File: src/common/stream_pkg.sv
package stream_pkg;

	// ============================================================
	// Beat geometry
	// ============================================================

	localparam int BEAT_BYTES = 8;
	localparam int BEAT_BITS = BEAT_BYTES * 8;

	typedef logic [BEAT_BITS-1:0] beat_data_t;
	typedef logic [BEAT_BYTES-1:0] beat_keep_t;  // One flag per byte lane

	// ============================================================
	// Stream beat
	// ============================================================

	// Keep is contiguous from lane 0, partial only on the last beat
	typedef struct packed {
		beat_data_t data;
		beat_keep_t keep;
		logic last;
	} stream_beat_t;

endpackage

File: src/common/header_pkg.sv
package header_pkg;

	// ============================================================
	// Header geometry
	// ============================================================

	localparam int HEADER_BYTES = 6;
	localparam int TAIL_BYTES = stream_pkg::BEAT_BYTES - HEADER_BYTES;  // 2

	typedef logic [HEADER_BYTES*8-1:0] header_word_t;

	// Header in the low lanes, tail bytes above it
	typedef struct packed {
		logic [TAIL_BYTES*8-1:0] tail;
		header_word_t header;
	} first_beat_s;

	// First beat of a packet, seen raw or split into header and tail
	typedef union packed {
		stream_pkg::beat_data_t raw;
		first_beat_s split;
	} first_beat_u;

	// ============================================================
	// Splitter FSM
	// ============================================================

	typedef enum logic [1:0] {
		idle,
		stream,
		extra_beat,  // Leftover bytes go out alone
		drain
	} splitter_state_t;

endpackage

File: src/header_splitter/header_splitter.sv
module header_splitter (
	input  logic                     clock,
	input  logic                     reset,
	input  logic                     in_valid,
	input  stream_pkg::stream_beat_t in_beat,
	output logic                     in_ready,
	input  logic                     almost_full,
	output logic                     push,
	output stream_pkg::stream_beat_t push_beat,
	output header_pkg::header_word_t header_data,
	output logic                     header_strobe
);

	localparam int HEADER_BITS = header_pkg::HEADER_BYTES * 8;
	localparam int TAIL_BITS = header_pkg::TAIL_BYTES * 8;

	header_pkg::splitter_state_t state;
	header_pkg::splitter_state_t next_state;
	header_pkg::first_beat_u in_view;

	logic accepting;
	logic take;
	logic tail_present;
	logic [TAIL_BITS-1:0] in_tail_data;
	logic [header_pkg::TAIL_BYTES-1:0] in_tail_keep;
	logic [TAIL_BITS-1:0] leftover_data;
	logic [header_pkg::TAIL_BYTES-1:0] leftover_keep;

	assign in_view.raw = in_beat.data;
	assign in_tail_data = in_view.raw[stream_pkg::BEAT_BITS-1 -: TAIL_BITS];
	assign in_tail_keep = in_beat.keep[stream_pkg::BEAT_BYTES-1 -: header_pkg::TAIL_BYTES];
	assign tail_present = |in_tail_keep;  // Last beat spills past one output beat

	// Almost-full leaves room for the push still in the register
	assign in_ready = accepting && !almost_full;
	assign take = in_valid && in_ready;

	// ============================================================
	// FSM
	// ============================================================

	always_comb begin
		next_state = state;
		case (state)
			header_pkg::idle: begin
				if (take) begin
					if (in_beat.last) begin
						next_state = header_pkg::drain;
					end else begin
						next_state = header_pkg::stream;
					end
				end
			end
			header_pkg::stream: begin
				if (take && in_beat.last) begin
					if (tail_present) begin
						next_state = header_pkg::extra_beat;
					end else begin
						next_state = header_pkg::drain;  // Finish one beat early
					end
				end
			end
			header_pkg::extra_beat: begin
				next_state = header_pkg::drain;
			end
			header_pkg::drain: begin
				if (push && push_beat.last) begin
					next_state = header_pkg::idle;
				end
			end
			default: begin
				next_state = header_pkg::idle;
			end
		endcase
	end

	always_ff @(posedge clock) begin
		if (reset) begin
			state <= header_pkg::idle;
			accepting <= 1'b0;
			push <= 1'b0;
			header_strobe <= 1'b0;
		end else begin
			state <= next_state;
			accepting <= (next_state == header_pkg::idle) || (next_state == header_pkg::stream);
			header_strobe <= take && (state == header_pkg::idle);
			case (state)
				header_pkg::idle:       push <= take && in_beat.last;
				header_pkg::stream:     push <= take;
				header_pkg::extra_beat: push <= 1'b1;
				default:                push <= 1'b0;
			endcase
		end
	end

	// ============================================================
	// Header capture and realignment
	// ============================================================

	always_ff @(posedge clock) begin
		if (take) begin
			leftover_data <= in_tail_data;
			leftover_keep <= in_tail_keep;
		end

		case (state)
			header_pkg::idle: begin
				if (take) begin
					header_data <= in_view.split.header;
					// Single-beat packet, tail is the whole payload
					push_beat.data <= {{HEADER_BITS{1'b0}}, in_tail_data};
					push_beat.keep <= {{header_pkg::HEADER_BYTES{1'b0}}, in_tail_keep};
					push_beat.last <= 1'b1;
				end
			end
			header_pkg::stream: begin
				if (take) begin
					push_beat.data <= {in_view.raw[HEADER_BITS-1:0], leftover_data};
					push_beat.keep <= {in_beat.keep[header_pkg::HEADER_BYTES-1:0], leftover_keep};
					push_beat.last <= in_beat.last && !tail_present;
				end
			end
			header_pkg::extra_beat: begin
				push_beat.data <= {{HEADER_BITS{1'b0}}, leftover_data};
				push_beat.keep <= {{header_pkg::HEADER_BYTES{1'b0}}, leftover_keep};
				push_beat.last <= 1'b1;
			end
			default: begin
			end
		endcase
	end

endmodule

File: src/source/beat_fifo.sv
module beat_fifo #(
	parameter int FIFO_DEPTH = 16
) (
	input  logic                     clock,
	input  logic                     reset,
	input  logic                     push,
	input  stream_pkg::stream_beat_t push_beat,
	input  logic                     pop,
	output logic                     head_valid,
	output stream_pkg::stream_beat_t head_beat,
	output logic                     almost_full
);

	localparam int PTR_BITS = $clog2(FIFO_DEPTH);

	stream_pkg::stream_beat_t mem [FIFO_DEPTH];

	logic [PTR_BITS-1:0] rd_ptr;
	logic [PTR_BITS-1:0] wr_ptr;
	logic [PTR_BITS:0] count;
	logic full;
	logic do_push;
	logic do_pop;

	// Wraps at any depth, not only powers of two
	function automatic logic [PTR_BITS-1:0] next_ptr(input logic [PTR_BITS-1:0] ptr);
		if (ptr == PTR_BITS'(FIFO_DEPTH - 1)) begin
			return '0;
		end
		return ptr + 1'b1;
	endfunction

	assign full = (count == (PTR_BITS+1)'(FIFO_DEPTH));
	assign do_push = push && !full;
	assign do_pop = pop && head_valid;

	assign head_valid = (count != '0);
	assign head_beat = mem[rd_ptr];  // Show-ahead
	assign almost_full = (count >= (PTR_BITS+1)'(FIFO_DEPTH - 2));

	// ============================================================
	// Pointers and occupancy
	// ============================================================

	always_ff @(posedge clock) begin
		if (reset) begin
			rd_ptr <= '0;
			wr_ptr <= '0;
			count <= '0;
		end else begin
			if (do_push) begin
				wr_ptr <= next_ptr(wr_ptr);
			end
			if (do_pop) begin
				rd_ptr <= next_ptr(rd_ptr);
			end
			if (do_push && !do_pop) begin
				count <= count + 1'b1;
			end else if (do_pop && !do_push) begin
				count <= count - 1'b1;
			end
		end
	end

	always_ff @(posedge clock) begin
		if (do_push) begin
			mem[wr_ptr] <= push_beat;
		end
	end

endmodule

File: src/source/egress_stage.sv
module egress_stage (
	input  logic                     clock,
	input  logic                     reset,
	input  logic                     head_valid,
	input  stream_pkg::stream_beat_t head_beat,
	output logic                     pop,
	output logic                     out_valid,
	output stream_pkg::stream_beat_t out_beat,
	input  logic                     out_ready
);

	logic slot_free;

	// Register empty or being taken this cycle
	assign slot_free = !out_valid || out_ready;
	assign pop = head_valid && slot_free;

	always_ff @(posedge clock) begin
		if (reset) begin
			out_valid <= 1'b0;
		end else if (slot_free) begin
			out_valid <= head_valid;
		end
	end

	// Held while the receiver stalls
	always_ff @(posedge clock) begin
		if (pop) begin
			out_beat <= head_beat;
		end
	end

endmodule

File: src/source/header_strip_top.sv
module header_strip_top #(
	parameter int FIFO_DEPTH = 16
) (
	input  logic                     clock,
	input  logic                     reset,
	input  logic                     in_valid,
	input  stream_pkg::stream_beat_t in_beat,
	output logic                     in_ready,
	output logic                     out_valid,
	output stream_pkg::stream_beat_t out_beat,
	input  logic                     out_ready,
	output header_pkg::header_word_t header_data,
	output logic                     header_strobe
);

	logic push;
	logic almost_full;
	logic head_valid;
	logic pop;
	stream_pkg::stream_beat_t push_beat;
	stream_pkg::stream_beat_t head_beat;

	// ============================================================
	// Splitter, buffer, output register
	// ============================================================

	header_splitter header_splitter_i (
		.clock         (clock),
		.reset         (reset),
		.in_valid      (in_valid),
		.in_beat       (in_beat),
		.in_ready      (in_ready),
		.almost_full   (almost_full),
		.push          (push),
		.push_beat     (push_beat),
		.header_data   (header_data),
		.header_strobe (header_strobe)
	);

	beat_fifo #(
		.FIFO_DEPTH (FIFO_DEPTH)
	) beat_fifo_i (
		.clock       (clock),
		.reset       (reset),
		.push        (push),
		.push_beat   (push_beat),
		.pop         (pop),
		.head_valid  (head_valid),
		.head_beat   (head_beat),
		.almost_full (almost_full)
	);

	egress_stage egress_stage_i (
		.clock      (clock),
		.reset      (reset),
		.head_valid (head_valid),
		.head_beat  (head_beat),
		.pop        (pop),
		.out_valid  (out_valid),
		.out_beat   (out_beat),
		.out_ready  (out_ready)
	);

endmodule

File: config.mk
export PLATFORM = sky130hd
export DESIGN_NAME = header_strip_top
export DESIGN_NICKNAME = d
export VERILOG_FILES = /design/src/common/stream_pkg.sv /design/src/common/header_pkg.sv /design/src/header_splitter/header_splitter.sv /design/src/source/beat_fifo.sv /design/src/source/egress_stage.sv /design/src/source/header_strip_top.sv
export SDC_FILE = /design/constraint.sdc
export NUM_CORES = 1
export LEC_CHECK = 0
export ABC_AREA = 1
export BUFFER_PORTS_ARGS = -buffer_cell sky130_fd_sc_hd__buf_4
export CAP_MARGIN = 30
export CORE_ASPECT_RATIO = 0.7
export CORE_MARGIN = 10
export CORE_UTILIZATION = 31
export CTS_BUF_LIST = sky130_fd_sc_hd__clkbuf_8
export CTS_CLUSTER_DIAMETER = 200
export DETAILED_ROUTE_END_ITERATION = 8
export GPL_TIMING_DRIVEN = 0
export PLACE_DENSITY = 0.55
export SYNTH_ARGS = -nofsm -noshare
export SYNTH_HDL_FRONTEND = slang
export SYNTH_SLANG_ARGS = --single-unit
File: constraint.sdc
create_clock -name clock -period 15.6 [get_ports clock]
set_input_delay 2.34 -clock clock [delete_from_list [all_inputs] [get_ports clock]]
set_output_delay 2.34 -clock clock [all_outputs]
set_load 0.005 [all_outputs]
==> summary.txt <==
STA
  • Clk_skew: 0.0472 ns
  • Final Hold Viols: 0
  • Period utilization: 26.7%
  • Final setup vio count: 0
  • Slew headroom: 33.6%
  • Fmax: 240 MHz
  • Fin Setup TNS: 0 ns
  • Worst-Margin Slew: 0.994 ns
  • RSZ-0062 raised after global routing: false
  • Fin crit period: 4.17 ns
  • Slew Viols, Final: 0

Clock network
  • Root buffer selected by CTS: clkbuf_8
  • Clk Latency, worst-skew pair: 0.95 ns
  • Clk sinks: 1,399
  • Post-CTS setup repair buffer count: 0
  • CTS tree: done
  • CTS clk-pin slew, worst paths: 0.06 ns
  • TritonCTS buffer count: 219
  • # resized after CTS: 0
  • Hold-fix buffers at CTS: 0
  • H-tree levels: 4
  • Max clock buf depth: 3

Route
  • Initial DRC count: 3,568
  • Detail Route Antenna Nets: 0
  • Routed vias/inst: 4.79
  • Vias: 34,000
  • DRT Pass-1 Iters: 6
  • Routed wire length: 154,000 um
  • DRC: 0
  • Wirelength per Cell: 21.7 um

Global routing
  • Total track usage: 15.7%
  • Initial antenna violation count: 9
  • First-pass GRT wire length: 226,000 um
  • Largest net degree at the start of global routing: 39
  • Total grt overflow: 0
  • Vias in the first global route: 33,300

Finish
  • Finished Layout Cells: 7,109
  • Area of the multi-input gates: 10,600 um2
  • Fillers: 16,600
  • Nets: 4,667
  • Register area: 41,800 um2
  • Area delta synth->final: 18.3%
  • Fraction of layout cells with a size suffix above 1: 13.1%

Synthesis
  • Netlist cell types: 26
  • Ys flop type: edfxtp_1
  • Syn Nets: 4,187
  • Post-synth EDFFs: 1,380
  • Register area share after synthesis: 77.3%
  • Synth async-reset ratio: 0%
  • Synth Area per Inst: 13.2 um2
  • #FFs+latches synth: 1,399
  • YS warnings: 0
  • Syn Inst Count: 4,095
  • Post-Syn Area: 54,100 um2

Floorplanning
  • Total core area: 174,000 um2
  • Die height: 369 um
  • Rows: 128
  • Die width: 519 um
  • Die area: 192,000 um2
  • I/O Pins: 201
  • Initial core utilization: 31.1%

Critical path
  • R2r setup slk: 12.29 ns
  • Critical Path Sink Type: primary output
  • R2r endpoint: header_splitter_i.push_beat[30]$_DFFE_PP_
  • Critical R2R Launch: header_splitter_i.state[0]$_SDFF_PP0_
  • CP Max Fanout: 4
  • Critical Path AT: 1.83 ns
  • CP required: 13.26 ns
  • Critical path class: flop to primary output
  • Worst Reg-to-Reg Cells: 7
  • Startpoint Class: flop

Min path
  • Hold depth: 2
  • Hold Crit Start: egress_stage_i.out_valid$_SDFFE_PP0N_
  • Worst hold path class: flop to flop
  • Worst Hold End: egress_stage_i.out_valid$_SDFFE_PP0N_

Placed design
  • GPL Wtd Cong: 0.783
  • I/O Buffers: 200
  • Placed insts: 6,693
  • Hpwl dp: 105,000 um

Power
  • VDD IR max: 0.104 mV
  • Leakage: 0.0218 uW
  • Pwr dens: 174 nW/um2

Run status
  • Status: finished clean

Run
  • Max_cap viols: 0
## Yosys cell counts (3+ instances only)
| cell type | instances | area, um2 |
|---|---|---|
| dfxtp_1 | 19 | 380 |
| a21oi_1 | 15 | 75.1 |
| o22ai_1 | 73 | 457 |
| o211ai_1 | 147 | 1100 |
| nor3_1 | 3 | 15.0 |
| edfxtp_1 | 1380 | 41400 |
| nor2_1 | 885 | 3320 |
| ha_1 | 14 | 175 |
| buf_4 | 5 | 37.5 |
| nand2_1 | 336 | 1260 |
| inv_1 | 174 | 653 |
| nand3_1 | 106 | 531 |
| buf_6 | 18 | 203 |
| xor2_1 | 4 | 35.0 |
| clkbuf_1 | 171 | 642 |
| o21ai_1 | 166 | 831 |
| nand4_1 | 5 | 31.3 |
| buf_1 | 12 | 45.0 |
| o21ai_0 | 517 | 2590 |
| buf_2 | 36 | 180 |
## stage by stage
stage	hold WS, ns	total power [uW]	setup WS (ns)	util (%)	area (um2)
after floorplan	0.459	6750	9.14	-	54100
after CTS	0.503	11300	11.35	36.8	63900
after global placement	0.471	8220	4.29	33.7	58500
final	0.496	11100	11.43	36.8	64000
after global routing	0.517	11800	11.32	36.8	64000
after detailed placement	0.494	8280	11.31	34.4	59800
## cell families after synthesis
logic type	after synthesis	share of synthesized area [%]
fa+ha+maj	15	0.361
simple gates	1337	9.56
compound gates	919	9.36
xor+xnor	4	0.0648
buf+inv	421	3.33
flops	1399	77.3
## how the worst max path moves through the flow
stage | from | endpoint | slack, ns | depth (start not counted)
after floorplan | in_valid | header_splitter_i.push_beat[0]$_DFFE_PP_ | 9.14 | 4
after global placement | header_splitter_i.state[1]$_SDFF_PP0_ | header_splitter_i.push_beat[39]$_DFFE_PP_ | 4.29 | 2
after detailed placement | out_ready | beat_fifo_i.count[4]$_SDFFE_PP0P_ | 11.31 | 13
after CTS | beat_fifo_i.count[1]$_SDFFE_PP0P_ | in_ready | 11.35 | 4
after global routing | beat_fifo_i.count[1]$_SDFFE_PP0P_ | in_ready | 11.32 | 4
final | beat_fifo_i.count[1]$_SDFFE_PP0P_ | in_ready | 11.43 | 4
## power by group
part | internal (uW) | switching, uW | leakage (uW)
Sequential | 4860 | 421 | 0.0127
Clock | 1490 | 1500 | 0.00236
Combinational | 868 | 2000 | 0.00668
Total | 7210 | 3930 | 0.0218
## per-layer routing
metal | global-route usage [%] | up-vias | part of all wire (%)
li1 | - | 15700 | -
met1 | 22.6 | 16800 | 46
met2 | 23.5 | 1283 | 44
met3 | 3.42 | 251 | 7.6
met4 | 4.79 | 0 | 2.7
met5 | 0 | - | 0
## cell type report
cell class / instances / area share (%)
plain buffers: 244 / 1.79
inverters: 177 / 1.04
repair buffers: 259 / 4.11
clock buffers: 226 / 4.86
well taps: 2340 / 4.58
clock inverters: 184 / 1.64
flip-flops and latches: 1399 / 65.4
multi-input cells: 2275 / 16.6
diodes: 5 / 0.0196
## critical path, cell delays in order, from the launching register on
cell and delay, ns:
dfxtp_1 0.41, nand3_1 0.14, nand2_1 0.13, inv_1 0.06, buf_4 0.13
## cell usage in the layout, fill, tap and decap left out, drive strengths merged, types with 8 or more instances in the layout
cell type	synthesis	routed
a21oi	15	15
buf	73	332
bufinv	0	8
clkbuf	171	397
clkinv	1	95
dfxtp	19	19
edfxtp	1380	1380
ha	14	14
inv	176	251
nand2	336	336
nand3	106	106
nor2	885	885
o211ai	147	147
o21ai	683	683
o22ai	73	73
## flip-flops by register name, indices dropped and copies added (netlist names)
name	cells
header_splitter_i.header_data	48
beat_fifo_i.wr_ptr	4
header_splitter_i.accepting	1
beat_fifo_i.mem	1168
beat_fifo_i.count	5
header_splitter_i.push	1
beat_fifo_i.rd_ptr	4
egress_stage_i.out_beat	73
header_splitter_i.leftover_keep	2
egress_stage_i.out_valid	1
header_splitter_i.header_strobe	1
header_splitter_i.leftover_data	16
header_splitter_i.state	2
header_splitter_i.push_beat	73
Power figures use the tool's default switching activity.
